$ cat config.mk
export PLATFORM = sky130hd
export DESIGN_NAME = key_interrupt
export DESIGN_NICKNAME = d
export VERILOG_FILES = /design/src/source/soc_pkg.sv /design/src/source/key_interrupt.sv
export SDC_FILE = /design/constraint.sdc
export NUM_CORES = 1
export LEC_CHECK = 0
export BUFFER_PORTS_ARGS = -buffer_cell sky130_fd_sc_hd__buf_2
export CORE_AREA = 2 2 39 41
export DETAILED_ROUTE_END_ITERATION = 8
export DIE_AREA = 0 0 41 43
export GPL_TIMING_DRIVEN = 0
export HOLD_SLACK_MARGIN = 0.15
export PLACE_DENSITY = 0.65
export SKIP_CTS_REPAIR_TIMING = 1
export SLEW_MARGIN = 20
export SYNTH_ARGS = -nofsm -noshare
export SYNTH_HDL_FRONTEND = slang
export SYNTH_SLANG_ARGS = --single-unit
$ cat constraint.sdc
create_clock -name CLOCK_50 -period 1.25 [get_ports CLOCK_50]
set_input_delay 0 -clock CLOCK_50 [delete_from_list [all_inputs] [get_ports CLOCK_50]]
set_output_delay 0 -clock CLOCK_50 [all_outputs]
set_load 0.05 [all_outputs]
$ cat src/source/soc_pkg.sv
package soc_pkg;

    // Bus and data widths
    typedef logic [63:0] addr_t;
    typedef logic [63:0] data_t;
    typedef logic [31:0] word_t;
    typedef logic [7:0]  scan_t;
    typedef logic [3:0]  int_vec_t;

    // One data bus request from the core
    typedef struct packed {
        addr_t addr;
        data_t wdata;
        logic  we;
        logic  re;
    } bus_req_t;

    // Address map
    localparam addr_t ROM_BASE  = 64'h0000;
    localparam addr_t ROM_SIZE  = 64'h1000;
    localparam addr_t RAM_BASE  = 64'h1000;
    localparam addr_t RAM_SIZE  = 64'h2000;
    localparam int    MEM_WORDS = 3072;
    localparam int    MEM_AW    = $clog2(MEM_WORDS);
    localparam addr_t UART_ADDR = 64'h3000;
    localparam addr_t KEY_ADDR  = 64'h3008;

    // Keyboard and interrupt codes
    localparam int_vec_t KEY_VECTOR = 4'd1;
    localparam scan_t    BREAK_CODE = 8'hF0;
    localparam scan_t    EXT_CODE   = 8'hE0;

    // Clock cycles per serial bit, 2 or more
    localparam int BAUD_DIV = 16;
    localparam int BAUD_W   = $clog2(BAUD_DIV);

endpackage

$ cat src/source/key_interrupt.sv
module key_interrupt (
    input  logic              CLOCK_50,
    input  logic              KEY0,
    input  soc_pkg::scan_t    scan,
    input  logic              key_pressed,
    input  logic              int_ack,
    output soc_pkg::scan_t    key_code,
    output soc_pkg::int_vec_t int_vector,
    output logic              led_int,
    output logic              led_key
);
    import soc_pkg::*;

    logic pressed_q;
    logic press_edge;

    assign press_edge = key_pressed & ~pressed_q;

    always_ff @(posedge CLOCK_50 or negedge KEY0) begin
        if (!KEY0) begin
            pressed_q  <= 1'b0;
            key_code   <= '0;
            int_vector <= '0;
        end else begin
            pressed_q <= key_pressed;
            if (press_edge) begin
                key_code <= scan;
            end
            // A new press takes priority over the ack
            if (press_edge && (scan != '0)) begin
                int_vector <= KEY_VECTOR;
            end else if (int_ack && (int_vector != '0)) begin
                int_vector <= '0;
            end
        end
    end

    assign led_int = |int_vector;
    assign led_key = key_pressed;

endmodule

==> Word level (Yosys, flattened, before mapping) <==
Index checks and enable logic that the tools add are counted.
{ "classes": {"n_mux": 2, "bitwise": 2, "reduce_logical": 6} }
{ "op_table": {"columns": ["op", "n"], "rows": [
  ["4-bit 2-to-1 mux", 2],
  ["8-bit nonzero test", 1],
  ["4-bit nonzero test", 1],
  ["4-bit OR reduction", 1],
  ["1-bit logical AND", 2],
  ["2-bit nonzero test", 1],
  ["1-bit AND", 1],
  ["1-bit inverter", 1]
]} }
{ "word_totals": {"ff_bits": 13, "input_bits": 12, "output_inout_bits": 14, "elab_cells": 13} }

==> Depth between registers and ports, before layout <==
Gate-level depths: netlist of the first run.
{ "logic_depth": {"word_depth": 4, "ltp_mapped": 4, "mapped_depth_nobuf": 3} }

==> Worst setup path after synthesis of the first run <==
No wires, ideal clock.
{ "synth_timing": {"kind": "register to register", "start": "register pressed_q", "end": "register key_code[0]", "arrival_ps": 887, "path_slack_ps": 238, "stages_incl_launch_ff": 4, "cell_sequence": "dfrtp_1 -> nand2b_4 -> buf_6 -> mux2_4"} }
{ "synth_via": {"elab_chain_cells": 2} }
{ "synth_rtl": {"columns": ["element", "line", "source"], "rows": [
  ["start: declaration", "key_interrupt.sv:14", "logic pressed_q;"],
  ["start signal: assignment", "key_interrupt.sv:25", "pressed_q <= key_pressed;"],
  ["1-bit inverter", "key_interrupt.sv:17", "assign press_edge = key_pressed & ~pressed_q;"],
  ["1-bit AND", "key_interrupt.sv:17", null],
  ["end signal: assignment", "key_interrupt.sv:27", "key_code <= scan;"],
  ["end: declaration", "key_interrupt.sv:7", "output soc_pkg::scan_t key_code,"]
]} }
Every way passes these cells.
A chain may end at the register's enable or synchronous reset.

==> Worst setup path in the final report of the first run <==
{ "layout_timing": {"start": "input scan[7]", "end": "register int_vector[0]"} }
{ "layout_via": {"elab_chain_cells": 3, "elab_cells_between_ends": 4, "cone_classes": "mux (1); reduce/logical (3)"} }
{ "layout_rtl": {"columns": ["element", "line", "source"], "rows": [
  ["start: declaration", "key_interrupt.sv:4", "input soc_pkg::scan_t scan,"],
  ["8-bit nonzero test *", "key_interrupt.sv:30", "if (press_edge && (scan != '0)) begin"],
  ["1-bit logical AND *", "key_interrupt.sv:30", null],
  ["4-bit 2-to-1 mux / 2-bit nonzero test (equally long branches)", null, null],
  ["end signal: assignment", "key_interrupt.sv:23", "int_vector <= '0;"],
  ["end signal: assignment", "key_interrupt.sv:31", "int_vector <= KEY_VECTOR;"],
  ["end signal: assignment", "key_interrupt.sv:33", "int_vector <= '0;"],
  ["end: declaration", "key_interrupt.sv:8", "output soc_pkg::int_vec_t int_vector,"]
]} }
Mark *: on every way between the ends. The rest lies on a longest branch, timed or not.

==> results_dict.tcl, run 1 <==
set metrics [dict create \
    io_pins 26 \
    initial_core_util_pct 33.63 \
    layout_min_cycle_time_ps 1124 \
    die_h_um 43 \
    synth_compound_area_share_pct 2.688 \
    synth_top_family_by_area "multiplexers" \
    syn_to_final_growth_pct 62.37 \
    status "finished, final reports clean" \
    ir_drop_mv 0.6433 \
    leakage_nw 0.4067 \
    cp.required_ps 1370 \
    yosys_warnings 0 \
    yosysTopAreaCellShare_pct 53.76 \
    htreeDepth 1 \
    synth_edf_count 0 \
    syn_area_um2 465.4 \
    async_flop_share_pct 100.0 \
    antenna_found_initial 0 \
    synthTopCellsByCount "10 x dfrtp_1, 8 x mux2_4, 5 x buf_4" \
    setup_tns_ps 0 \
    gp_routability_congestion 0.7837 \
    cts.sinks 10 \
    firstDrtPassIters 3 \
    drive_above_1_share_pct 56.34 \
    clk_pin_slew_ps 50 \
    worstPathMaxFanout 2 \
    dieArea_um2 1763 \
    fmax_mhz 890.1 \
    viasPerCell 4.207 \
    final_hold_viol_count 0 \
    synth_mux_area_share_pct 25.81 \
    synth.ff_latch_count 10 \
    synthCells 31 \
    avgSynthCellArea_um2 15.01 \
    grt_overflow 0 \
    portBuffers 22 \
    max-cap-violations 0 \
    rows 14 \
    routed_wl_um 1032 \
    seqCellArea_um2 250.2 \
    grt_start_max_net_pins 11 \
    final-setup-viol-count 0 \
    cts_tree "yes" \
    fin_skew_ps 4.438 \
    finalCritPeriodShare_pct 89.88 \
    cts_inserted_buffers 3 \
    critPathLaunchType "primary input" \
    ys.flop_type "dfrtp_1" \
    grt_pass1_wl_um 1138 \
    antenna_cells 0 \
    drtIter0Drc 4 \
    arrival_ps 1250 \
    final_nets 85 \
    synth-xor-area-share_pct 0 \
    post_dp_cell_area_um2 603.1 \
    coreArea_um2 1384 \
    cp-end-kind "flop" \
    multi_input_area_um2 170.2 \
    crit_type "in2reg" \
    clk_latency_ps 260 \
    routed-via-count 366 \
    hold_path.class "in2reg" \
    final_area_um2 755.7 \
    synth_area_leaders "dfrtp_1 54%, mux2_4 26%, buf_4 8.1%, nand2b_4 3.0%, nor4_1 2.7%" \
    synth-adder-area-share_pct 0 \
    power_w 0.0009809 \
    grt_util_all_layers_pct 10.37 \
    place_ws_ps 206.4 \
    ys_seq_area_share_pct 53.76 \
    wl_per_cell_um 11.86 \
    cts.root.buffer_cell "clkbuf_4" \
    fillers 112 \
    power_density_nw_per_um2 1298 \
    synth_cell_types 10 \
    ant_nets 0 \
    drv_slew 0 \
    grt_pass1_vias 297 \
    synthSimpleGateAreaFrac_pct 5.645 \
    drc 0 \
    clockBufferDepth 2 \
    synth_most_common_cell "dfrtp_1" \
    fin_util_pct 54.61 \
    yosysTopAreaCell "dfrtp_1" \
    setup_slack_ps 126.5 \
    die_x_um 41 \
    rsz0062_at_grt "no" \
]
layout make-up:
class,count,share of cell area [%]
Buffer,6,6.457
Timing Repair Buffer,35,31.79
Multi-Input combinational cell,16,22.52
Tap cell,16,2.649
Clock buffer,3,2.980
Sequential cell,10,33.11
Inverter,1,0.4967
report_power, final:
| group | internal [W] | switching, W |
|---|---|---|
| clock network | 0.000110 | 0.0000927 |
| registers | 0.000367 | 0.0000207 |
| logic | 0.000143 | 0.000247 |
| total | 0.000620 | 0.000361 |
registers in the layout, indices dropped and copies added, names as in the netlist:
register and cells:
key_code 8, int_vector 1, pressed_q 1
kinds of logic after synthesis:
family | count (synthesis)
other | 1
DFF | 10
AOI/OAI and AO/OA | 2
and+or+nand+nor | 3
buffers and inverters | 7
muxes | 8
worst paths after layout:
check | start | endpoint | slack [ps] | depth (start not counted)
min in group asynchronous | KEY0 | int_vector[0] | 670 | 3
max | scan[7] | int_vector[0] | 130 | 5
max reg2reg | pressed_q | key_code[1] | 200 | 3
max in group asynchronous | KEY0 | key_code[6] | 350 | 3
min reg2reg | key_code[2] | key_code[2] | 500 | 1
min | key_pressed | pressed_q | 450 | 2
worst max-delay path, cell delays in order:
cell	delay (ps)
dlygate4sd3_1	540
buf_2	130
nor4_1	320
a21o_1	160
o21ai_0	90
routing by layer:
layer | global-route usage [%] | up-vias | wire length (µm)
li1 | - | 179 | -
met5 | 0 | - | 0
met1 | 10.37 | 170 | 402
met4 | 2.000 | 0 | 0
met3 | 9.424 | 0 | 95
met2 | 15.63 | 17 | 535
through the flow:
| stage | instances | hold slack (ps) |
|---|---|---|
| 2_1_floorplan | 33 | -295.6 |
| 3_3_place_gp | 71 | -130.0 |
| 3_5_place_dp | 71 | -131.4 |
| 4_1_cts | 74 | -413.2 |
| 5_1_grt | 87 | 450.7 |
| 6_report | 87 | 451.5 |
layout by cell type (no fill, tap or decap):
master / count
a21o_1: 1
buf_2: 22
buf_4: 5
buf_6: 1
clkbuf_4: 3
conb_1: 3
dfrtp_1: 10
dlygate4sd3_1: 13
inv_1: 1
mux2_4: 8
nand2b_4: 1
nor4_1: 2
o21ai_0: 1
Note: power is estimated with default switching activity, not from simulation.
==> run 2: changes to the inputs <==
- PLACE_DENSITY: 0.65 -> 0.73
- clock period: 1.25 -> 0.9 ns (I/O delays scaled with it)
==> results_dict.tcl, run 2 (synthesized netlist as in run 1, its figures left out) <==
set metrics [dict create \
    hold_ws_ps -68.54 \
    antenna_cells 0 \
    crit_type "reg2reg" \
    cp.required_ps 1050 \
    coreArea_um2 1384 \
    grt_start_max_net_pins 11 \
    cpLargestDelayFamily "flip-flops" \
    wl_per_cell_um 12.46 \
    drc 0 \
    cts_tree "yes" \
    clk_pin_slew_ps 70 \
    critPathLaunchType "flop" \
    top_regs "key_code: 8 flops, int_vector: 1 flops, pressed_q: 1 flops" \
    path_cells "nand2b_4, mux2_4" \
    regMostFlops "key_code" \
    fin_util_pct 53.71 \
    multi_input_area_um2 183.9 \
    final-setup-viol-count 10 \
    hold_path.class "in2reg" \
    cp_slowest_cell "dfrtp_1" \
    leakage_nw 0.3971 \
    routed_wl_um 1009 \
    violations "hold timing, setup timing" \
    cts_inserted_buffers 3 \
    post_dp_cell_area_um2 604.3 \
    htreeDepth 1 \
    final_hold_viol_count 5 \
    rsz0062_at_grt "yes" \
    max_stage_delay_ps 390 \
    layout_min_cycle_time_ps 1002 \
    setup_slack_ps -102.2 \
    clk_latency_ps 270 \
    grt_pass1_vias 296 \
    final_cell_mix "12 x buf_2, 9 x clkbuf_4, 9 x dfrtp_1" \
    largest_register_ffs 8 \
    die_x_um 41 \
    drive_above_1_share_pct 64.62 \
    power_density_nw_per_um2 2044 \
    viasPerCell 4.247 \
    ant_nets 0 \
    max-cap-violations 0 \
    finalCritPeriodShare_pct 111.4 \
    status "complete, but fails checks" \
    cp-end-kind "flop" \
    grt_util_all_layers_pct 10.10 \
    ir_drop_mv 0.6200 \
    final_area_um2 743.2 \
    syn_to_final_growth_pct 59.68 \
    place_ws_ps -147.1 \
    arrival_ps 1150 \
    drtIter0Drc 2 \
    cts.root.buffer_cell "clkbuf_4" \
    worstPathMaxFanout 5 \
    final_common_cell "buf_2" \
    portBuffers 22 \
    power_w 0.001519 \
    gp_routability_congestion 0.5935 \
    dieArea_um2 1763 \
    fmax_mhz 997.8 \
    seqCellArea_um2 251.5 \
    firstDrtPassIters 2 \
    grt_overflow 0 \
    initial_core_util_pct 33.63 \
    routed-via-count 344 \
    critPathBufInv 0 \
    drv_slew 0 \
    grt_pass1_wl_um 1228 \
    io_pins 26 \
    final_nets 78 \
    clockBufferDepth 2 \
    fillers 113 \
    rows 14 \
    hpwl_um 681.3 \
    antenna_found_initial 0 \
    cts.sinks 10 \
    die_h_um 43 \
    fin_skew_ps 3.468 \
]
## run 2: layer usage
metal	vias to the layer above	part of all wire (%)	track usage, %
li1	168	-	-
met1	158	37	12.46
met2	16	55	16.56
met3	2	5.9	0
met4	0	1.7	6.000
met5	-	0	0
## run 2: worst paths after layout
check	start	end	slack [ps]	cells past startpoint
min in group asynchronous	KEY0	key_code[0]	110	2
max reg2reg	pressed_q	key_code[1]	-100	2
min reg2reg	key_code[5]	key_code[5]	510	1
min	key_pressed	pressed_q	-70	1
max in group asynchronous	KEY0	int_vector[0]	590	2
max	pressed_q	key_code[1]	-100	2
## run 2: power breakdown
group / switching [W] / internal, W
registers: 0.0000389 / 0.000510
logic: 0.000341 / 0.000221
clock network: 0.000163 / 0.000246
## run 2: area by class of cell
type	instances	area share [%]
Timing Repair Buffer	28	27.78
Sequential cell	10	33.84
Multi-Input combinational cell	17	24.75
Tap cell	16	2.694
Inverter	1	0.5051
Clock buffer	4	4.882
Buffer	5	5.556
## run 2: through the flow
step	setup TNS, ps	std cells
2_1_floorplan	-894.4	33
3_3_place_gp	-1126	71
3_5_place_dp	-1133	71
4_1_cts	-1416	75
5_1_grt	-1108	81
6_report	-785.1	81
