<file path="src/source/soc_pkg.sv">
package soc_pkg;

    // Bus and data widths
    typedef logic [63:0] addr_t;
    typedef logic [63:0] data_t;
    typedef logic [31:0] word_t;
    typedef logic [7:0]  scan_t;
    typedef logic [3:0]  int_vec_t;

    // One data bus request from the core
    typedef struct packed {
        addr_t addr;
        data_t wdata;
        logic  we;
        logic  re;
    } bus_req_t;

    // Address map
    localparam addr_t ROM_BASE  = 64'h0000;
    localparam addr_t ROM_SIZE  = 64'h1000;
    localparam addr_t RAM_BASE  = 64'h1000;
    localparam addr_t RAM_SIZE  = 64'h2000;
    localparam int    MEM_WORDS = 3072;
    localparam int    MEM_AW    = $clog2(MEM_WORDS);
    localparam addr_t UART_ADDR = 64'h3000;
    localparam addr_t KEY_ADDR  = 64'h3008;

    // Keyboard and interrupt codes
    localparam int_vec_t KEY_VECTOR = 4'd1;
    localparam scan_t    BREAK_CODE = 8'hF0;
    localparam scan_t    EXT_CODE   = 8'hE0;

    // Clock cycles per serial bit, 2 or more
    localparam int BAUD_DIV = 16;
    localparam int BAUD_W   = $clog2(BAUD_DIV);

endpackage

</file>
<file path="src/source/serial_tx.sv">
module serial_tx (
    input  logic           CLOCK_50,
    input  logic           KEY0,
    input  logic           tx_start,
    input  soc_pkg::scan_t tx_byte,
    output logic           uart_txd
);
    import soc_pkg::*;

    typedef enum logic [1:0] {
        st_idle,
        st_start,
        st_data,
        st_stop
    } tx_state_t;

    tx_state_t         state;
    logic [BAUD_W-1:0] baud_cnt;
    logic [2:0]        bit_idx;
    logic              baud_done;
    scan_t             shift_q;

    assign baud_done = baud_cnt == BAUD_W'(BAUD_DIV - 1);

    // Byte is loaded only when idle, so a late start cannot corrupt a frame
    always_ff @(posedge CLOCK_50) begin
        if (state == st_idle && tx_start) begin
            shift_q <= tx_byte;
        end else if (state == st_data && baud_done) begin
            shift_q <= {1'b0, shift_q[7:1]};
        end
    end

    always_ff @(posedge CLOCK_50 or negedge KEY0) begin
        if (!KEY0) begin
            state    <= st_idle;
            baud_cnt <= '0;
            bit_idx  <= '0;
            uart_txd <= 1'b1;
        end else begin
            baud_cnt <= baud_done ? '0 : baud_cnt + 1'b1;
            case (state)
                st_idle: begin
                    baud_cnt <= '0;
                    uart_txd <= 1'b1;
                    if (tx_start) begin
                        state    <= st_start;
                        uart_txd <= 1'b0;
                    end
                end
                st_start: if (baud_done) begin
                    state    <= st_data;
                    bit_idx  <= '0;
                    uart_txd <= shift_q[0];
                end
                st_data: if (baud_done) begin
                    if (bit_idx == 3'd7) begin
                        state    <= st_stop;
                        uart_txd <= 1'b1;
                    end else begin
                        bit_idx  <= bit_idx + 3'd1;
                        uart_txd <= shift_q[1];
                    end
                end
                // Stop bit, line already high
                st_stop: if (baud_done) begin
                    state <= st_idle;
                end
                default: state <= st_idle;
            endcase
        end
    end

endmodule

</file>
<file path="config.mk">
export PLATFORM = sky130hd
export DESIGN_NAME = serial_tx
export DESIGN_NICKNAME = d
export VERILOG_FILES = /design/src/source/soc_pkg.sv /design/src/source/serial_tx.sv
export SDC_FILE = /design/constraint.sdc
export NUM_CORES = 1
export LEC_CHECK = 0
export BUFFER_PORTS_ARGS = -buffer_cell sky130_fd_sc_hd__buf_4
export CORE_MARGIN = 4
export CORE_UTILIZATION = 50
export DETAILED_ROUTE_END_ITERATION = 10
export PLACE_DENSITY = 0.84
export SLEW_MARGIN = 20
export SYNTH_ARGS = -nofsm -noshare
export SYNTH_HDL_FRONTEND = slang
export SYNTH_SLANG_ARGS = --single-unit
</file>
<file path="constraint.sdc">
create_clock -name CLOCK_50 -period 1.5 [get_ports CLOCK_50]
set_input_delay 0.075 -clock CLOCK_50 [delete_from_list [all_inputs] [get_ports CLOCK_50]]
set_output_delay 0.075 -clock CLOCK_50 [all_outputs]
set_load 0.01 [all_outputs]
</file>
## Word level (Yosys, flattened, before mapping)

Cells that the tools add are included.

- Register bits after elaboration: 18
- Input port bits: 11
- Output and inout port bits: 1

- Add/sub/neg operators: 2
- Equal/unequal tests: 11
- Multiplexer cells: 19
- Reduce and logical (&&, ||, !) cells: 9

Operator list:

| cell | count |
|---|---|
| 2-to-1 mux 8 bit | 2 |
| 2-to-1 mux 2 bit | 5 |
| != test 2 bit, second input constant | 5 |
| 2-to-1 mux 3 bit | 3 |
| 2-to-1 mux 4 bit | 2 |
| case mux 2 bit (4 select lines) | 1 |
| case mux 3 bit (2 select lines) | 1 |
| AND reduction 5 bit | 1 |
| adder 4 x 1 -> 4 bit, second input constant | 1 |
| == test 2 bit, second input constant | 2 |
| == test 4 bit, second input constant | 1 |
| 2-to-1 mux 1 bit | 4 |
| AND reduction 4 bit | 1 |
| nonzero test 2 bit | 2 |
| adder 3 x 1 -> 3 bit, second input constant | 1 |
| == test 3 bit, second input constant | 1 |
| case mux 1 bit (3 select lines) | 1 |
| AND reduction 3 bit | 1 |
| nonzero test 3 bit | 1 |
| == test 2 x 1 -> 1 bit, second input constant | 1 |
| logical AND 1 bit | 2 |
| logical NOT 2 bit | 1 |
| != test 2 x 1 -> 1 bit, second input constant | 1 |

## Logic depth before layout (Yosys ltp)

Gate-level depths: netlist (run 1).

- Depth in word-level cells: 4
- Gate-level depth with buffers: 6
- Mapped depth without buffers: 5

## Worst setup path after synthesis (run 1)

Ideal clock, no wire load.

- Kind: register -> register
- Start: register bit_idx[0]
- End: register state[1]
- Library setup time: 125 ps
- Arrival: 1506 ps
- Required time: 1375 ps
- Path slack: -131 ps
- Stages on the path, launching flop included: 6
- Buffers on the path: 0
- Clock period less this slack: 1631 ps
- Path through: dfrtp_1 > ha_1 > ha_1 > or2b_2 > o221ai_2 > mux2_4

- Word-level cells in the longest chain between the ends: 3

Ends and longest elaborated chain:

| element | RTL line | RTL |
|---|---|---|
| from (decl) | serial_tx.sv:19 | `logic [2:0] bit_idx;` |
| from (signal assigned) | serial_tx.sv:61 | `bit_idx <= bit_idx + 3'd1;` |
| == test 3 bit | serial_tx.sv:57 | `if (bit_idx == 3'd7) begin` |
| != test 2 x 1 -> 1 bit (no source line) | -- |  |
| AND reduction 5 bit (no source line) | -- |  |
| to (signal assigned) | serial_tx.sv:58 | `state <= st_stop;` |
| to (signal assigned) | serial_tx.sv:67 | `state <= st_idle;` |
| to (signal assigned) | serial_tx.sv:69 | `default: state <= st_idle;` |
| to (decl) | serial_tx.sv:17 | `tx_state_t state;` |

No other way between the ends.
A chain may end at the register's enable or synchronous reset.

## Worst setup path in the final report (run 1)

- Start: register state[0]
- End: register state[1]

- Word-level cells in the longest chain between the ends: 3

Ends and longest elaborated chain:

| element | RTL line | RTL |
|---|---|---|
| from (signal assigned) | serial_tx.sv:36 | `state <= st_idle;` |
| from (signal assigned) | serial_tx.sv:47 | `state <= st_start;` |
| from (signal assigned) | serial_tx.sv:52 | `state <= st_data;` |
| == test 2 bit, or another cell as far along | serial_tx.sv:42 | `case (state)` |
| != test 2 x 1 -> 1 bit (no source line) or != test 2 bit (tied branches) | -- |  |
| AND reduction 5 bit (no source line) | -- |  |

Parallel ways exist; a longest one is shown, timed or not.

==> flow_summary.toml, run 1 <==
[timing]
drv_slew = 0
slew_headroom_pct = 85.53
rsz0062_at_grt = "yes"
fin_crit_sh_pct = 102.0
hold_viol = 0
worst_clock_skew_ns = 0.01810
worst_pin_slew_ns = 0.2159
setup_violations = 1
finalCriticalPeriod_ns = 1.531
worst_slack_ns = -0.03062
fmax_mhz = 653.3

[global_routing]
grt_pass1_wl_mm = 3.325
gr-usage-all-layers_pct = 17.52
grt_overflow_total = 0
grt_max_degree = 11
grt_pass1_vias = 740
antenna_found_initial = 0

[drt]
vias = 696
wire_per_inst_um = 14.96
drtIter0Drc = 10
ant_nets = 0
wl_met1_um = 803
wl_met3_um = 71
via_per_inst = 5.273
wl_met2_mm = 1.073
drc_errors = 0
routed_wl_mm = 1.975
dr.pass1.iters = 4
highest_layer = "met4"

[power_and_ir_drop]
seq_power_share_pct = 64.4
ir_drop_uv = 476.1
p_int_w = 0.0006336
clkPwrFrac_pct = 31.8
switching_share_pct = 20.20
cellPowerDensity_mw_per_mm2 = 610.8
p_switching_w = 0.0001604
p_leak_nw = 0.5300
combPwrFrac_pct = 3.8

[logic_synthesis]
ys.flop_type = "dfrtp_1"
synth_adder_area_share_pct = 10.34
synth-xor-area-share_pct = 0.9044
synth_nets = 96
synth_area_per_cell_um2 = 12.58
ys_ff_latch = 18
synth_top_area_share_pct = 24.81
ys_async_sr_fraction_pct = 55.56
synth-seq-area-share_pct = 50.78
yosys-top-cells-area = "edfxtp_1, dfrtp_1, ha_1, mux2_2, mux2_4"
synth_top_area_cell = "edfxtp_1"
postSynthCellCount = 77
yosys_warnings = 0
synth.area.mux_share_pct = 12.27
synthSimpleGateAreaFrac_pct = 11.63
synth_edf_count = 8
ys_types = 26
synth-compound-area-share_pct = 10.98
synth_top_family_by_area = "multiplexers"
netlist_area_um2 = 968.4

[hold_path]
hold_start = "tx_byte[4]"
whs_endpoint = "shift_q[4]"
hold_depth = 2
hp-class = "in -> reg"

[worst_setup_path]
max_stage_delay_ns = 0.44
worstPathArrival_ns = 1.73
critPathKind = "reg -> reg"
crit_chain = "inv_2, ha_4, or2b_4, o221ai_4, mux2_4"
reg2reg_from = "state[0]"
end_kind = "register"
reg2reg_depth = 5
crit_required_ns = 1.70
crit_path_max_fanout = 5
reg2reg_slack_ns = -0.03
cp-start-kind = "register"
critical_path.reg2reg.endpoint = "state[1]"
crit_slowest_cell = "dfrtp_1"

[placement]
hpwl_mm = 1.453
place_ws_ns = -0.04482
place_congestion = 0.7706
dp_cells = 126
numPortBuffers = 11

[cells_and_area]
final_nets = 127
area_delta_synth_final_pct = 34.24
drive_above_1_share_pct = 53.27
fin_cells = 132
num_antenna_cells = 0

[die]
rows = 15
core_mm2 = 0.001783
io_pins = 12
die_height_um = 52.01
start_util_pct = 54.32
die_area_mm2 = 0.002705
die_width_um = 52.01

[clocking]
cts_tree = "done"
cts_sinks = 18
cts_root_buffer = "clkbuf_4"
cts_made_buffers = 3
clkSlewWorstSetupHoldPaths_ns = 0.11
insertion_delay_ns = 0.30
clockBufferDepth = 2
cts_max_level = 1

[outcome]
status = "complete, but fails checks"
violations = "setup timing"

[job]
maxCapViolations = 0
==> critical path: cells and delay by family (launching register included) <==
kind / cells / cell delay [ns]
AO/OA/AOI/OAI: 1 / 0.07
adder cells (fa/ha/maj): 1 / 0.18
buffers and inverters: 1 / 0.13
flip-flops: 1 / 0.44
multiplexers: 1 / 0.32
AND/OR/NAND/NOR: 1 / 0.28
==> kinds of logic (layout without fill, tap and decap cells) <==
family,after synthesis,after routing
and+or+nand+nor,20,20
DFF,18,18
AOI/OAI and AO/OA,14,14
muxes,10,10
adders and majority gates,8,8
buffers and inverters,6,36
xor gates and xnor gates,1,1
==> per-layer routing <==
layer  vias up  global-route usage (%)
met2         7                   30.96
met1       338                   19.78
met3         5                   5.444
met4         0                   5.677
li1        346                       -
met5         -                       0
==> how the worst max path moves through the flow <==
stage,start,endpoint,slack [ns],cells after the start
2_1_floorplan,bit_idx[1],state[1],-0.04,5
3_3_place_gp,state[0],shift_q[3],-0.002,4
3_5_place_dp,state[0],shift_q[5],-0.04,4
4_1_cts,state[0],state[1],-0.03,5
5_1_grt,state[1],state[1],-0.08,5
6_report,state[0],state[1],-0.03,5
==> per-stage QoR <==
step | setup TNS [ns] | total power [W] | instance area [µm²] | util, % | hold WS (ns)
after global placement | -0.004000 | 0.0005480 | 1210 | 67.86 | -0.09088
after floorplan | -0.04425 | 0.0005223 | 1002 | - | -0.2206
after detailed placement | -0.3179 | 0.0005490 | 1210 | 67.86 | -0.09053
final | -0.03062 | 0.0007940 | 1300 | 72.91 | 0.07095
after CTS | -0.03092 | 0.0007991 | 1292 | 72.49 | 0.06888
after global routing | -0.1878 | 0.0008307 | 1300 | 72.91 | 0.06727
==> synth_stat cells, types with 2 or more instances <==
master / n
mux2_4: 2
nor3_1: 2
nor2b_1: 2
mux2_2: 7
nand4_1: 2
dfrtp_1: 9
ha_1: 8
nor2_1: 2
nand4b_1: 2
a22o_1: 3
edfxtp_1: 8
a21oi_1: 2
buf_4: 2
o21ai_0: 5
inv_1: 4
nand2_1: 7
==> sequential cells by signal (all words and copies together), names as in the netlist <==
signal and count:
shift_q 8, baud_cnt 4, bit_idx 3, state 2
uart_txd 1
==> power by group through the flow <==
stage	Combinational, W	Clock [W]	Sequential, W
2_1_floorplan	0.000000673	0	0.000522
3_3_place_gp	0.0000265	0	0.000522
3_5_place_dp	0.0000274	0	0.000522
4_1_cts	0.0000306	0.000257	0.000511
5_1_grt	0.0000334	0.000286	0.000511
6_report	0.0000301	0.000253	0.000511
==> repair_timing <==
| item | 4_1_cts | 5_1_grt |
|---|---|---|
| hold buffers | 1 | 0 |
| buffers inserted | 1 | 0 |
| gates resized for setup | 9 | 4 |
| hold endpoints to repair | 10 | 0 |
| setup endpoints to repair | 10 | 7 |
| pin swaps | 2 | 1 |
==> cell type report <==
type	count	area [µm²]
inverter	4	15.01
tap	25	31.28
multi-input combinational	53	521.8
fill	122	483.0
timing repair buffer	28	212.7
clock buffer	4	26.28
sequential	18	493.0
==> layout by cell type (no fill, tap or decap) <==
cell type / Yosys / routed
o31a_1: 1 / 1
clkbuf_4: 0 / 3
dlygate4sd3_1: 0 / 1
and3_1: 1 / 1
nand2_1: 7 / 6
edfxtp_1: 8 / 8
buf_4: 2 / 27
mux2_4: 2 / 2
nand2_4: 0 / 1
ha_4: 0 / 3
a31oi_1: 1 / 1
dfstp_2: 1 / 1
mux2i_1: 1 / 1
o221ai_4: 0 / 1
o2111ai_2: 1 / 1
inv_2: 0 / 3
o21ai_0: 5 / 4
ha_1: 8 / 2
a21oi_1: 2 / 2
o21ai_2: 0 / 1
nand4b_1: 2 / 2
clkbuf_1: 0 / 1
inv_1: 4 / 1
dfrtp_1: 9 / 8
xnor2_1: 1 / 1
ha_2: 0 / 3
nor3_1: 2 / 1
or2b_4: 0 / 1
and3_4: 1 / 1
mux2_2: 7 / 7
nor2b_1: 2 / 2
nor3_2: 0 / 1
nand4_1: 2 / 2
nor2_1: 2 / 2
dfrtp_2: 0 / 1
a22o_1: 3 / 3
No activity file was read; power rests on OpenSTA's default activity.
==> run 2: changes to the inputs <==
CORE_MARGIN = not set   (was 4)
==> run 2 against run 1 <==
The run still ends with setup timing left. Register-to-register slack about the same. Sequential share of layout area decreased by 0.63 points. Clock skew decreased by 0.016 ns. Clock power increased by 2%. Global-route usage increased by 5.9 points. Critical path type unchanged. Critical endpoint unchanged.
==> flow_summary.toml, run 2 (same netlist as run 1, synthesis figures left out) <==
[global_routing]
antenna_found_initial = 0
grt_pass1_vias = 738
grt_max_degree = 11
gr-usage-all-layers_pct = 23.38
grt_overflow_total = 0
grt_pass1_wl_mm = 3.353

[power_and_ir_drop]
cellPowerDensity_mw_per_mm2 = 607.5
seq_power_share_pct = 63.8
ir_drop_uv = 553.7
switching_share_pct = 20.88
p_int_w = 0.0006339
p_switching_w = 0.0001673
p_leak_nw = 0.5387
combPwrFrac_pct = 3.8
clkPwrFrac_pct = 32.4

[cells_and_area]
multi_input_area_um2 = 518.0
final_nets = 128
largest_reg_flops = 8
num_antenna_cells = 0
largest-register = "shift_q"
fillers = 117
mostFrequentLayoutCell = "buf_4"
seq_area_um2 = 491.7
area_delta_synth_final_pct = 36.18
largestRegisters = "shift_q: 8 flops, baud_cnt: 4 flops, bit_idx: 3 flops"
drive_above_1_share_pct = 50.93
layout_common_cells = "buf_4, dfrtp_1, edfxtp_1"
utilization_pct = 74.75

[worst_setup_path]
crit_required_ns = 1.69
reg2reg_from = "state[0]"
critPathKind = "reg -> reg"
endpoint = "state[1]"
crit_path_max_fanout = 5
reg2reg_slack_ns = -0.02
worstPathArrival_ns = 1.71
max_stage_delay_ns = 0.42
crit_slowest_cell = "dfrtp_1"
critical_path.reg2reg.endpoint = "state[1]"
critical_path.startpoint = "state[0]"
path_delay_family = "flip-flops"
crit_chain = "inv_2, ha_4, or2b_4, o221ai_4, mux2_4"
cp-start-kind = "register"
end_kind = "register"
path_buf_inv = 1
reg2reg_depth = 5
cp.depth = 5

[timing]
worst_clock_skew_ns = 0.002534
setup_violations = 1
fmax_mhz = 658.9
drv_slew = 0
finalCriticalPeriod_ns = 1.518
worst_slack_ns = -0.01776
rsz0062_at_grt = "yes"
worst_pin_slew_ns = 0.2453
fin_setup_tns_ns = -0.01776
hold_viol = 0
whs_ns = 0.07297
fin_crit_sh_pct = 101.2
slew_headroom_pct = 83.65

[clocking]
cts_max_level = 1
insertion_delay_ns = 0.30
cts_made_buffers = 3
clockBufferDepth = 2
cts_tree = "done"
clkSlewWorstSetupHoldPaths_ns = 0.10
cts_root_buffer = "clkbuf_4"
cts_sinks = 18

[placement]
hpwl_mm = 1.453
place_congestion = 0.7820
numPortBuffers = 11

[die]
die_area_mm2 = 0.002117
die_width_um = 46.01
start_util_pct = 54.89
core_mm2 = 0.001764
rows = 15
die_height_um = 46.01
io_pins = 12

[job]
maxCapViolations = 0

[drt]
drc_errors = 0
ant_nets = 0
drtIter0Drc = 19
wire_per_inst_um = 15.70
vias = 722
via_per_inst = 5.429
routed_wl_mm = 2.088
dr.pass1.iters = 5

[hold_path]
hold_depth = 2
hp-class = "in -> reg"

[outcome]
violations = "setup timing"
status = "complete, but fails checks"
[run 2: cell count changes in the layout (fill, tap and decap cells not counted), sizes merged]
cell,before,now
buf,27,28
[run 2: worst register-to-register path: stages (launching register included)]
cell      delay, ns
dfrtp_1        0.42
inv_2          0.13
ha_4           0.19
or2b_4         0.28
o221ai_4       0.08
mux2_4         0.32
[run 2: final cells by class]
class	instances	share of cell area, %
inverter	4	1.139
tap	25	2.372
multi-input combinational	53	39.28
sequential	18	37.29
timing repair buffer	29	17.93
clock buffer	4	1.992
[run 2: stage by stage]
stage / setup slack [ns] / instance area [µm²] / total power (W) / instances
after detailed placement: -0.03962 / 1215 / 0.0005495 / 125
final: -0.01776 / 1319 / 0.0008012 / 133
after CTS: -0.002623 / 1300 / 0.0008050 / 132
after global routing: -0.07448 / 1319 / 0.0008123 / 133
after floorplan: -0.04425 / 1002 / 0.0005223 / 77
after global placement: -0.03602 / 1215 / 0.0005484 / 125
[run 2: timing repair]
item,CTS,global route
endpoints found under the setup margin,10,17
pin swaps,2,0
hold endpoints to repair,10,0
buffers inserted,2,1
hold buffers,1,0
resized for setup,7,4
[run 2: how the worst min path moves through the flow]
stage / start / endpoint / slack, ns
floorplan: KEY0 / baud_cnt[0] / -0.22
global placement: KEY0 / state[1] / -0.09
detailed placement: KEY0 / state[0] / -0.09
CTS: tx_byte[1] / shift_q[1] / 0.07
global route: tx_byte[1] / shift_q[1] / 0.08
finish: tx_byte[1] / shift_q[1] / 0.07
[run 2: power by group through the flow]
stage,Combinational (W),Sequential [W],Clock [W]
3_5_place_dp,0.0000279,0.000522,0
3_3_place_gp,0.0000268,0.000522,0
2_1_floorplan,0.000000673,0.000522,0
6_report,0.0000307,0.000511,0.000259
5_1_grt,0.0000335,0.000511,0.000268
4_1_cts,0.0000310,0.000511,0.000263
[run 2: per-layer routing]
layer	track usage [%]	vias to the layer above	share of wire, %
met5	0	-	0
met4	10.59	0	2.5
met3	2.381	7	3.4
met2	38.59	25	53
met1	30.71	343	41
li1	-	347	-
