<file path="src/source/soc_pkg.sv">
package soc_pkg;

    // Bus and data widths
    typedef logic [63:0] addr_t;
    typedef logic [63:0] data_t;
    typedef logic [31:0] word_t;
    typedef logic [7:0]  scan_t;
    typedef logic [3:0]  int_vec_t;

    // One data bus request from the core
    typedef struct packed {
        addr_t addr;
        data_t wdata;
        logic  we;
        logic  re;
    } bus_req_t;

    // Address map
    localparam addr_t ROM_BASE  = 64'h0000;
    localparam addr_t ROM_SIZE  = 64'h1000;
    localparam addr_t RAM_BASE  = 64'h1000;
    localparam addr_t RAM_SIZE  = 64'h2000;
    localparam int    MEM_WORDS = 3072;
    localparam int    MEM_AW    = $clog2(MEM_WORDS);
    localparam addr_t UART_ADDR = 64'h3000;
    localparam addr_t KEY_ADDR  = 64'h3008;

    // Keyboard and interrupt codes
    localparam int_vec_t KEY_VECTOR = 4'd1;
    localparam scan_t    BREAK_CODE = 8'hF0;
    localparam scan_t    EXT_CODE   = 8'hE0;

    // Clock cycles per serial bit, 2 or more
    localparam int BAUD_DIV = 16;
    localparam int BAUD_W   = $clog2(BAUD_DIV);

endpackage

</file>
<file path="src/source/ps2_receiver.sv">
module ps2_receiver (
    input  logic           CLOCK_50,
    input  logic           KEY0,
    input  logic           ps2_clk,
    input  logic           ps2_dat,
    output soc_pkg::scan_t scan,
    output logic           key_pressed
);
    import soc_pkg::*;

    logic [1:0]  clk_sync;
    logic [1:0]  dat_sync;
    logic        clk_prev;
    logic        clk_fall;
    logic [3:0]  bit_cnt;
    logic [9:0]  frame_q;
    logic [10:0] frame;
    logic        frame_end;
    logic        frame_ok;
    logic        accept_make;
    logic        break_seen;
    scan_t       code;

    // Both lines idle high, so the synchronizers start at one
    always_ff @(posedge CLOCK_50 or negedge KEY0) begin
        if (!KEY0) begin
            clk_sync <= 2'b11;
            dat_sync <= 2'b11;
            clk_prev <= 1'b1;
        end else begin
            clk_sync <= {clk_sync[0], ps2_clk};
            dat_sync <= {dat_sync[0], ps2_dat};
            clk_prev <= clk_sync[1];
        end
    end

    assign clk_fall  = clk_prev & ~clk_sync[1];
    assign frame_end = clk_fall && (bit_cnt == 4'd10);

    // Start, 8 data LSB first, parity, stop
    assign frame    = {dat_sync[1], frame_q};
    assign code     = frame[8:1];
    assign frame_ok = ~frame[0] & frame[10] & (^frame[9:1]);

    assign accept_make = frame_end && frame_ok && !break_seen &&
                         (code != BREAK_CODE) && (code != EXT_CODE);

    always_ff @(posedge CLOCK_50 or negedge KEY0) begin
        if (!KEY0) begin
            bit_cnt <= '0;
        end else if (clk_fall) begin
            bit_cnt <= frame_end ? 4'd0 : bit_cnt + 4'd1;
        end
    end

    always_ff @(posedge CLOCK_50) begin
        if (clk_fall) begin
            frame_q <= {dat_sync[1], frame_q[9:1]};
        end
        if (accept_make) begin
            scan <= code;
        end
    end

    // Make/break tracking, E0 prefix is simply dropped
    always_ff @(posedge CLOCK_50 or negedge KEY0) begin
        if (!KEY0) begin
            break_seen  <= 1'b0;
            key_pressed <= 1'b0;
        end else if (frame_end && frame_ok) begin
            if (code == BREAK_CODE) begin
                break_seen <= 1'b1;
            end else if (code != EXT_CODE) begin
                key_pressed <= !break_seen;
                break_seen  <= 1'b0;
            end
        end
    end

endmodule

</file>
<file path="config.mk">
export PLATFORM = sky130hd
export DESIGN_NAME = ps2_receiver
export DESIGN_NICKNAME = d
export VERILOG_FILES = /design/src/source/soc_pkg.sv /design/src/source/ps2_receiver.sv
export SDC_FILE = /design/constraint.sdc
export NUM_CORES = 1
export LEC_CHECK = 0
export BUFFER_PORTS_ARGS = -buffer_cell sky130_fd_sc_hd__buf_2
export CAP_MARGIN = 20
export CELL_PAD_IN_SITES_DETAIL_PLACEMENT = 1
export CELL_PAD_IN_SITES_GLOBAL_PLACEMENT = 1
export CORE_MARGIN = 5
export CORE_UTILIZATION = 30
export CTS_BUF_LIST = sky130_fd_sc_hd__clkbuf_4 sky130_fd_sc_hd__clkbuf_8
export CTS_CLUSTER_DIAMETER = 50
export DETAILED_ROUTE_END_ITERATION = 8
export GPL_TIMING_DRIVEN = 0
export PLACE_DENSITY_LB_ADDON = 0.3
export SYNTH_ARGS = -nofsm -noshare
export SYNTH_HDL_FRONTEND = slang
export SYNTH_SLANG_ARGS = --single-unit
</file>
<file path="constraint.sdc">
create_clock -name CLOCK_50 -period 2.49 [get_ports CLOCK_50]
set_input_delay 0.498 -clock CLOCK_50 [delete_from_list [all_inputs] [get_ports CLOCK_50]]
set_output_delay 0.498 -clock CLOCK_50 [all_outputs]
set_load 0.1 [all_outputs]
</file>
# Word level (Yosys, flattened, before mapping)

Cells that the tools add are included.

Add/subtract/negate cells: 1
$mul: 0
Divide/modulo/power cells: 0
Order comparisons: 0
Equal/unequal tests: 4
Shift operators: 0
Muxes and demuxes: 3
Bitwise logic cells: 6
Reductions and logical operators: 10

Operators by type and width:

| cell                                         | number |
|---|---|
| != test 8 bit (second input constant)        | 2 |
| parity 9 bit                                 | 1 |
| == test 8 bit (second input constant)        | 1 |
| logical AND 1 bit                            | 5 |
| adder 4 x 1 -> 4 bit (second input constant) | 1 |
| == test 4 bit (second input constant)        | 1 |
| 2-to-1 mux 4 bit                             | 1 |
| bitwise AND 1 bit                            | 3 |
| NOT 1 bit                                    | 3 |
| AND reduction 3 bit                          | 1 |
| 2-to-1 mux 1 bit                             | 2 |
| AND reduction 2 bit                          | 1 |
| nonzero test 2 bit                           | 1 |
| zero test 1 bit                              | 1 |

Flip-flop bits (word level): 29
Latch bits: 0
Bits in writable memories: 0
Bits in read-only memories: 0
Logic and storage cells: 32
Memories kept: 0

# Logic depth before layout (Yosys ltp)

Gate-level depths: netlist of the first run.

Depth in word-level cells: 7
Gate-level depth with buffers: 6
Gate-level depth less buffers: 6

# Worst setup path before layout of the first run

OpenSTA, ideal clock, no wires.

Path kind: register to register
Start point: register frame_q[7]
End point: register scan[0], enable pin
Data arrival time: 1741 ps
Required time: 2120 ps
Slack: 379 ps
Cell stages (with the launch flop): 6
Path buffers: 0
Path through: edfxtp_1 > ha_1 > xnor3_1 > xnor2_2 > nand3_2 > nor2_1

Word-level cells in the longest chain between the ends: 6
Elaborated cells on any way between the ends: 8

RTL lines:

| element                         | line               | source |
|---|---|---|
| start: declaration              | ps2_receiver.sv:16 | `logic [9:0] frame_q;` |
| start signal: assignment        | ps2_receiver.sv:58 | `frame_q <= {dat_sync[1], frame_q[9:1]};` |
| parity 9 bit                    | ps2_receiver.sv:43 | `assign frame_ok = ~frame[0] & frame[10] & (^frame[9:1]);` |
| bitwise AND 1 bit               | ps2_receiver.sv:43 |  |
| logical AND 1 bit (3 in series) | ps2_receiver.sv:45 | `assign accept_make = frame_end && frame_ok && !break_seen &&` |
| logical AND 1 bit *             | ps2_receiver.sv:46 | `(code != BREAK_CODE) && (code != EXT_CODE);` |
| net accept_make                 | ps2_receiver.sv:20 | `logic accept_make;` |
| end signal: assignment          | ps2_receiver.sv:61 | `scan <= code;` |
| end: declaration                | ps2_receiver.sv:6  | `output soc_pkg::scan_t scan,` |

The timed path passes the listed nets; every way through them passes the cells marked *.
A chain may end at the register's enable or synchronous reset.

# Worst setup path after layout of the first run

Start point: register clk_prev
End point: register scan[1], enable pin

Word-level cells in the longest chain between the ends: 6

RTL lines:

| element                         | line               | source |
|---|---|---|
| start: declaration              | ps2_receiver.sv:13 | `logic clk_prev;` |
| start signal: assignment        | ps2_receiver.sv:33 | `clk_prev <= clk_sync[1];` |
| bitwise AND 1 bit               | ps2_receiver.sv:37 | `assign clk_fall = clk_prev & ~clk_sync[1];` |
| net clk_fall                    | ps2_receiver.sv:14 | `logic clk_fall;` |
| logical AND 1 bit               | ps2_receiver.sv:38 | `assign frame_end = clk_fall && (bit_cnt == 4'd10);` |
| logical AND 1 bit (3 in series) | ps2_receiver.sv:45 |  |
| logical AND 1 bit               | ps2_receiver.sv:46 |  |
| net accept_make                 | ps2_receiver.sv:20 |  |

The timed path passes the listed nets, and every way through them passes these cells.

==> results of run 1 <==
metal layers:
metal / track usage / vias up
li1: - / 294
met1: 0.0915 / 309
met2: 0.114 / 17
met3: 0.0309 / 6
met4: 0.0564 / 0
met5: 0 / -
final cells by class:
class	count	area, sq um
clock buffer	6	76.3
clock inverter	2	33.8
sequential	29	822
tap	48	60.1
inverter	9	33.8
timing repair buffer	12	60.1
fill	405	2310
multi-input combinational	34	292
state kept, by name, indices dropped and copies added, names as in the netlist:
signal       cells
bit_cnt          4
break_seen       1
clk_prev         1
clk_sync         2
dat_sync         2
frame_q         10
key_pressed      1
scan             8
layout by cell type (no fill, tap or decap):
master	instances
and4b_1	1
and3b_1	1
o21ai_0	4
clkbuf_8	5
xnor2_1	1
bufinv_16	1
inv_1	9
dfstp_2	5
a31o_2	1
nor2_1	1
a21oi_1	3
a31oi_1	1
ha_1	7
and3_1	1
xnor3_1	1
dfrtp_1	6
xnor2_2	1
nand2_1	3
nor3_1	1
nor2_2	1
a41o_1	1
mux2_4	1
o31ai_1	1
clkbuf_4	1
nand3_2	1
nand2b_1	1
clkinv_1	1
or3_1	1
buf_2	12
edfxtp_1	18
worst min-delay path by stage:
stage                     start          end  cells past startpoint
detailed placement  dat_sync[0]  dat_sync[1]                      0
floorplan                  KEY0   bit_cnt[0]                      0
global placement    dat_sync[0]  dat_sync[1]                      0
global route               KEY0  key_pressed                      1
finish                     KEY0  key_pressed                      1
CTS                        KEY0  key_pressed                      1
critical path, stage by stage, from the launching register on:
cell and delay (ps):
dfstp_2 510, nand2b_1 130, inv_1 430, and4b_1 340, nand3_2 110, nor2_2 350
cells by family (layout without fill, tap and decap cells):
| kind of cell | Yosys count | in the layout | share of synthesized area |
|---|---|---|---|
| xor+xnor | 3 | 3 | 0.0415 |
| buf+inv | 9 | 29 | 0.0295 |
| simple gates | 12 | 12 | 0.0623 |
| mux | 1 | 1 | 0.0131 |
| compound gates | 11 | 11 | 0.0590 |
| flops | 29 | 29 | 0.718 |
| fa+ha+maj | 7 | 7 | 0.0765 |
timing repair:
action	in CTS	in global routing
setup endpoints to repair	0	8
resized for setup	0	1
hold endpoints to repair	0	0
synthesized netlist by cell type, types with 2 or more instances:
cell type,instances
nand2_1,3
inv_1,9
ha_1,7
a21oi_1,3
edfxtp_1,18
nor2_1,2
dfrtp_1,6
dfstp_2,5
o21ai_0,4
where the power goes:
group	total (mW)	switching (mW)	internal, mW
Combinational	0.173	0.104	0.0687
Sequential	0.599	0.0385	0.560
Clock	0.478	0.173	0.306
==> results.toml, run 1 <==
[cts]
post_cts_buffers = 0
cts_tree = "yes"
root_buffer = "clkbuf_8"
clkTransAtPathRegs_ps = 60
htreeDepth = 2
clockBufferDepth = 2
cts_buffers = 5
cts_hold_buf = 0
insertion_delay_ps = 280
clock-sinks = 29

[worst_setup_path]
worstSetupStartpoint = "clk_prev"
worstReg2RegEnd = "scan[1]"
required_ps = 2430
r2r_cells = 5
endpoint = "scan[1]"
cp-start-kind = "flip-flop"
r2r_start = "clk_prev"
end_kind = "flip-flop"
critPathKind = "flip-flop to flip-flop"
worst-path-max-fanout = 14
worstPathArrival_ps = 2160
r2r_slack_ps = 270

[yosys]
synth_area_leaders = "edfxtp_1 47%, dfrtp_1 13%, dfstp_2 11%"
syn_avg_cell_area_sq_um = 15.9
synth_fp_nets = 83
synth_warnings = 0
synthCells = 72
async_flop_share = 0.379
synth_top_area_frac = 0.472
synth_ff_type = "edfxtp_1"
synth_seq_area_share = 0.718
synth.distinct_cells = 24
synth_edf_count = 18
syn_area_sq_um = 1140
synth.ff_latch_count = 29
synth_top_area_cell = "edfxtp_1"

[hold_path]
hp-class = "input port to asynchronous set/reset pin"

[sta]
min_period_ps = 2220
fin_hold_ws_ps = 74.8
finalSetupViolCount = 0
worst_pin_slew_ps = 518
fin_worst_skew_ps = 5.09
finalMaxSlewViolations = 0
finalSetupTns_ps = 0
max_slew_margin = 0.654
hold_viol_final = 0
fin_crit_sh = 0.892
fmax_mhz = 450
rsz0062_at_grt = "no"
setup_ws_ps = 269

[die]
row_count = 22
top_level_ports = 13
coreArea_sq_um = 3690
die_width_um = 71.8
die_h_um = 71.8
die-area_sq_um = 5150
initial_utilization = 0.310

[finish]
layout.cells.non_filler = 140
final_nets = 102
utilization = 0.373
antenna_cells = 0
drive_gt1_frac = 0.315
final_area_sq_um = 1380
area_delta_synth_final_pct = 20.3

[run_status]
status = "complete, no violations"

[routing]
wirelength_mm = 1.78
vias_per_cell = 4.47
drtIter0Drc = 26
highest-signal-layer = "met4"
wl_per_cell_um = 12.7
met2WireLength_um = 831
dr_wl_met3_um = 126
drc = 0
ant_nets = 0
wl_met1_um = 769
drtPass1Iterations = 3
via_count = 626

[global_route]
grt.overflow.total = 0
grt_use_total = 0.0778
grt_pass1_wl_mm = 2.91
antenna_found_initial = 0
grt_pass1_vias = 643
grt_max_degree = 15

[placed_design]
dpl.cell_count = 132
dpl.hpwl_mm = 1.28
dp_slack_ps = 5.87
dpl-instance-area_sq_um = 1260
io_buffer_count = 12
place.gp.congestion = 0.708

[run]
max_cap_viol_count = 0

[power]
worst_ir_drop_vdd_mv = 0.418
total_power_mw = 1.25
power_density_nw_per_um2 = 907
p_leak_nw = 0.593
No activity file was read; power rests on OpenSTA's default activity.
==> run 2: changes to the inputs <==
--- a/config.mk
+++ b/config.mk
@@ -10,7 +10,7 @@
 export CELL_PAD_IN_SITES_DETAIL_PLACEMENT = 1
 export CELL_PAD_IN_SITES_GLOBAL_PLACEMENT = 1
 export CORE_MARGIN = 5
-export CORE_UTILIZATION = 30
+export CORE_UTILIZATION = 40
 export CTS_BUF_LIST = sky130_fd_sc_hd__clkbuf_4 sky130_fd_sc_hd__clkbuf_8
 export CTS_CLUSTER_DIAMETER = 50
 export DETAILED_ROUTE_END_ITERATION = 8
==> run 2 against run 1 <==
Effect of this change: final area shrank 5.9%; core utilization grew 9.7 points; sequential share of layout area grew 3.7 points; critical path depth is the same; worst setup slack lost 24 ps; sequential power is essentially flat; global-route usage grew 3.4 points; hold slack lost 56 ps.
==> results.toml, run 2 (synthesis results as in run 1) <==
[cts]
clock-sinks = 29
cts_buffers = 5
clockBufferDepth = 2
insertion_delay_ps = 320
cts_tree = "yes"
post_cts_buffers = 0
root_buffer = "clkbuf_4"
htreeDepth = 2
clkTransAtPathRegs_ps = 90

[sta]
hold_viol_final = 0
fin_hold_ws_ps = 19.0
rsz0062_at_grt = "no"
fin_worst_skew_ps = 4.06
fin_crit_sh = 0.902
min_period_ps = 2250
worst_pin_slew_ps = 505
max_slew_margin = 0.663
finalMaxSlewViolations = 0
finalSetupViolCount = 0
fmax_mhz = 445
setup_ws_ps = 245

[placed_design]
dp_slack_ps = -15.1
dpl.hpwl_mm = 1.40
place.gp.congestion = 0.736
io_buffer_count = 12

[finish]
area_delta_synth_final_pct = 13.2
reg_top3 = "frame_q: 10 flops, scan: 8 flops, bit_cnt: 4 flops"
fill_cells = 285
largest_reg_flops = 10
drive_gt1_frac = 0.304
final_common_cell = "edfxtp_1"
mostFrequentLayoutCells = "18 x edfxtp_1, 12 x buf_2, 9 x inv_1"
largest_register = "frame_q"
multi_input_area_sq_um = 292
register_area_sq_um = 822
antenna_cells = 0
final_nets = 102

[die]
die-area_sq_um = 4030
top_level_ports = 13
initial_utilization = 0.415
coreArea_sq_um = 2760
die_h_um = 63.5
die_width_um = 63.5
row_count = 19

[run]
max_cap_viol_count = 0

[routing]
drc = 0
ant_nets = 0
wl_per_cell_um = 15.3
via_count = 627
wirelength_mm = 1.89
vias_per_cell = 5.10
drtPass1Iterations = 4
drtIter0Drc = 18

[power]
combPwrFrac = 0.170
internal-power_uw = 729
worst_ir_drop_vdd_mv = 0.570
power_density_nw_per_um2 = 795
clock_power_share = 0.251
p_leak_nw = 0.567
pwr-share-seq = 0.580
power_switching_uw = 302
p_sw_frac = 0.293

[worst_setup_path]
cp-start-kind = "flip-flop"
critPathKind = "flip-flop to flip-flop"
required_ps = 2480
worst-path-max-fanout = 14
worstPathArrival_ps = 2230
r2r_cells = 5
end_kind = "flip-flop"

[global_route]
grt_pass1_wl_mm = 3.25
grt_max_degree = 15
antenna_found_initial = 0
grt_use_total = 0.112
grt_pass1_vias = 681
grt.overflow.total = 0

[run_status]
status = "complete, no violations"

[hold_path]
hp-class = "input port to asynchronous set/reset pin"
run 2: what timing repair did:
action	CTS	global route
hold buffers	0	0
setup endpoints to repair	8	0
gates resized for setup	1	0
run 2: final timing paths:
check | start | end | slack (ps)
min in group CLOCK_50 | ps2_clk | clk_sync[0] | 260
setup / recovery | clk_prev | scan[5] | 240
hold reg to reg | clk_sync[0] | clk_sync[1] | 360
max in group asynchronous | KEY0 | clk_prev | 2210
hold / removal | KEY0 | bit_cnt[2] | 20
setup reg to reg | clk_prev | scan[5] | 240
run 2: layer usage:
| metal | track usage | wire (um) |
|---|---|---|
| met5 | 0 | 0 |
| met4 | 0.0701 | 82 |
| met3 | 0.0622 | 128 |
| met2 | 0.174 | 959 |
| met1 | 0.115 | 715 |
run 2: power groups by stage:
stage / Clock [mW] / Sequential [mW] / Combinational [mW]
finish: 0.258 / 0.598 / 0.175
global route: 0.301 / 0.607 / 0.198
CTS: 0.272 / 0.598 / 0.179
detailed placement: 0 / 0.608 / 0.178
global placement: 0 / 0.603 / 0.167
floorplan: 0 / 0.631 / 0.107
run 2: stage by stage:
step | instances | util | total power, mW | setup TNS, ps | area [sq um]
floorplan | 72 | - | 0.739 | 0 | 1140
global placement | 115 | 0.451 | 0.771 | 0 | 1240
detailed placement | 115 | 0.451 | 0.786 | -119 | 1240
CTS | 123 | 0.470 | 1.05 | 0 | 1300
global route | 123 | 0.470 | 1.11 | 0 | 1300
finish | 123 | 0.470 | 1.03 | 0 | 1300
run 2: final cells by class:
cell class	instances	area share
Multi-Input combinational cell	34	0.225
Timing Repair Buffer	12	0.0463
Tap cell	31	0.0299
Clock inverter	3	0.00965
Inverter	9	0.0261
Sequential cell	29	0.634
Clock buffer	5	0.0290
run 2: worst max-delay path, stage by stage (launching register included):
cell      delay (ps)
dfstp_2          520
nand2b_1         140
inv_1            430
and4b_1          350
nand3_2          120
nor2_2           350
==> run 3: changes to the inputs <==
--- a/config.mk
+++ b/config.mk
@@ -16,6 +16,8 @@
 export DETAILED_ROUTE_END_ITERATION = 8
 export GPL_TIMING_DRIVEN = 0
 export PLACE_DENSITY_LB_ADDON = 0.3
+export SETUP_SLACK_MARGIN = 0.4
+export SKIP_CTS_REPAIR_TIMING = 1
 export SYNTH_ARGS = -nofsm -noshare
 export SYNTH_HDL_FRONTEND = slang
 export SYNTH_SLANG_ARGS = --single-unit
==> run 3 against run 2 <==
Effect of this change: sequential share of layout area down 2.4 points; routed wire length up 3.3%; non-clock buffer count up 5; power up 4.0%.
==> results.toml, run 3 (synthesis results as in run 1) <==
[routing]
wl_per_cell_um = 15.2
wirelength_mm = 1.95
drc = 0
vias_per_cell = 4.95
ant_nets = 0
via_count = 634
drtIter0Drc = 17
drtPass1Iterations = 4

[cts]
clkTransAtPathRegs_ps = 90
clockBufferDepth = 2
cts_buffers = 5
htreeDepth = 2
root_buffer = "clkbuf_4"
cts_tree = "yes"
insertion_delay_ps = 330
clock-sinks = 29

[sta]
finalSetupTns_ps = 0
worst_pin_slew_ps = 493
min_period_ps = 2150
max_slew_margin = 0.674
hold_viol_final = 0
fin_crit_sh = 0.863
finalSetupViolCount = 0
fmax_mhz = 465
rsz0062_at_grt = "yes"
fin_worst_skew_ps = 7.76
finalMaxSlewViolations = 0

[finish]
area_delta_synth_final_pct = 17.7
largest_reg_flops = 10
final_nets = 107
register_area_sq_um = 822
mostFrequentLayoutCells = "18 x edfxtp_1, 12 x buf_2, 8 x inv_1"
reg_top3 = "frame_q: 10 flops, scan: 8 flops, bit_cnt: 4 flops"
utilization = 0.489
largest_register = "frame_q"
fill_cells = 286
antenna_cells = 0
multi_input_area_sq_um = 297
final_common_cell = "edfxtp_1"
drive_gt1_frac = 0.371

[die]
die_width_um = 63.5
coreArea_sq_um = 2760
row_count = 19
die_h_um = 63.5
top_level_ports = 13
die-area_sq_um = 4030
initial_utilization = 0.415

[power]
worst_ir_drop_vdd_mv = 0.527
power_density_nw_per_um2 = 796
p_leak_nw = 0.587

[hold_path]
hp-class = "input port to asynchronous set/reset pin"

[global_route]
grt.overflow.total = 0
antenna_found_initial = 0
grt_max_degree = 15
grt_pass1_vias = 679
grt_use_total = 0.111
grt_pass1_wl_mm = 3.26

[worst_setup_path]
crit_buf_inv = 0
worst-path-max-fanout = 8
critPathKind = "flip-flop to flip-flop"
required_ps = 2510
slowest_stage = "edfxtp_1"
end_kind = "flip-flop"
worstPathArrival_ps = 2170
crit_chain = "ha_1 > xnor3_1 > xnor2_2 > nand3_2 > nor2_4"
path_delay_family = "XOR/XNOR gates"
r2r_slack_ps = 340
cp-start-kind = "flip-flop"
crit_path_max_incr_delay_ps = 440

[placed_design]
place.gp.congestion = 0.738
dpl.hpwl_mm = 1.39
io_buffer_count = 12

[run]
max_cap_viol_count = 0

[run_status]
status = "complete, no violations"
-- run 3: cell count changes in the layout (fill, tap and decap cells not counted), sizes merged --
cell | previous run | this run
clkinv | 3 | 2
buf | 12 | 17
clkbuf | 5 | 6
clkinvlp | 0 | 1
inv | 9 | 8
-- run 3: where the power goes --
part | total (mW) | switching [mW] | internal (mW) | leakage, nW
registers | 0.597 | 0.0374 | 0.559 | 0.294
logic | 0.192 | 0.109 | 0.0827 | 0.258
clock network | 0.284 | 0.166 | 0.118 | 0.0354
total | 1.07 | 0.312 | 0.760 | 0.587
-- run 3: layout make-up --
class                   instances  share of cell area
well taps                      31              0.0288
multi-input cells              34               0.220
repair buffers                 17              0.0724
clock buffers                   6              0.0334
flip-flops and latches         29               0.610
inverters                       9              0.0279
clock inverters                 2             0.00743
-- run 3: path summary, 6_finish.rpt --
| check | start | cells after the start | end |
|---|---|---|---|
| setup reg to reg | frame_q[6] | 5 | scan[4] |
| hold / removal | KEY0 | 1 | key_pressed |
| hold reg to reg | dat_sync[0] | 0 | dat_sync[1] |
| max in group asynchronous | KEY0 | 1 | dat_sync[1] |
| min in group CLOCK_50 | ps2_clk | 1 | clk_sync[0] |
| setup / recovery | frame_q[6] | 5 | scan[4] |
-- run 3: layer usage --
metal / routed length (um) / share of wire / vias up / track usage
met1: 779 / 0.40 / 307 / 0.104
met5: 0 / 0 / - / 0
met4: 60 / 0.031 / 0 / 0.0779
li1: - / - / 303 / -
met3: 126 / 0.065 / 6 / 0.0515
met2: 981 / 0.50 / 18 / 0.188
-- run 3: through the flow --
stage	instance area, sq um	hold WS [ps]	power, mW	setup WS [ps]	cells
finish	1350	21.1	1.07	341	128
global placement	1250	346	0.770	263	115
detailed placement	1250	347	0.784	216	115
CTS	1300	8.15	1.08	199	123
floorplan	1150	202	0.739	525	72
global route	1350	13.9	1.13	237	128
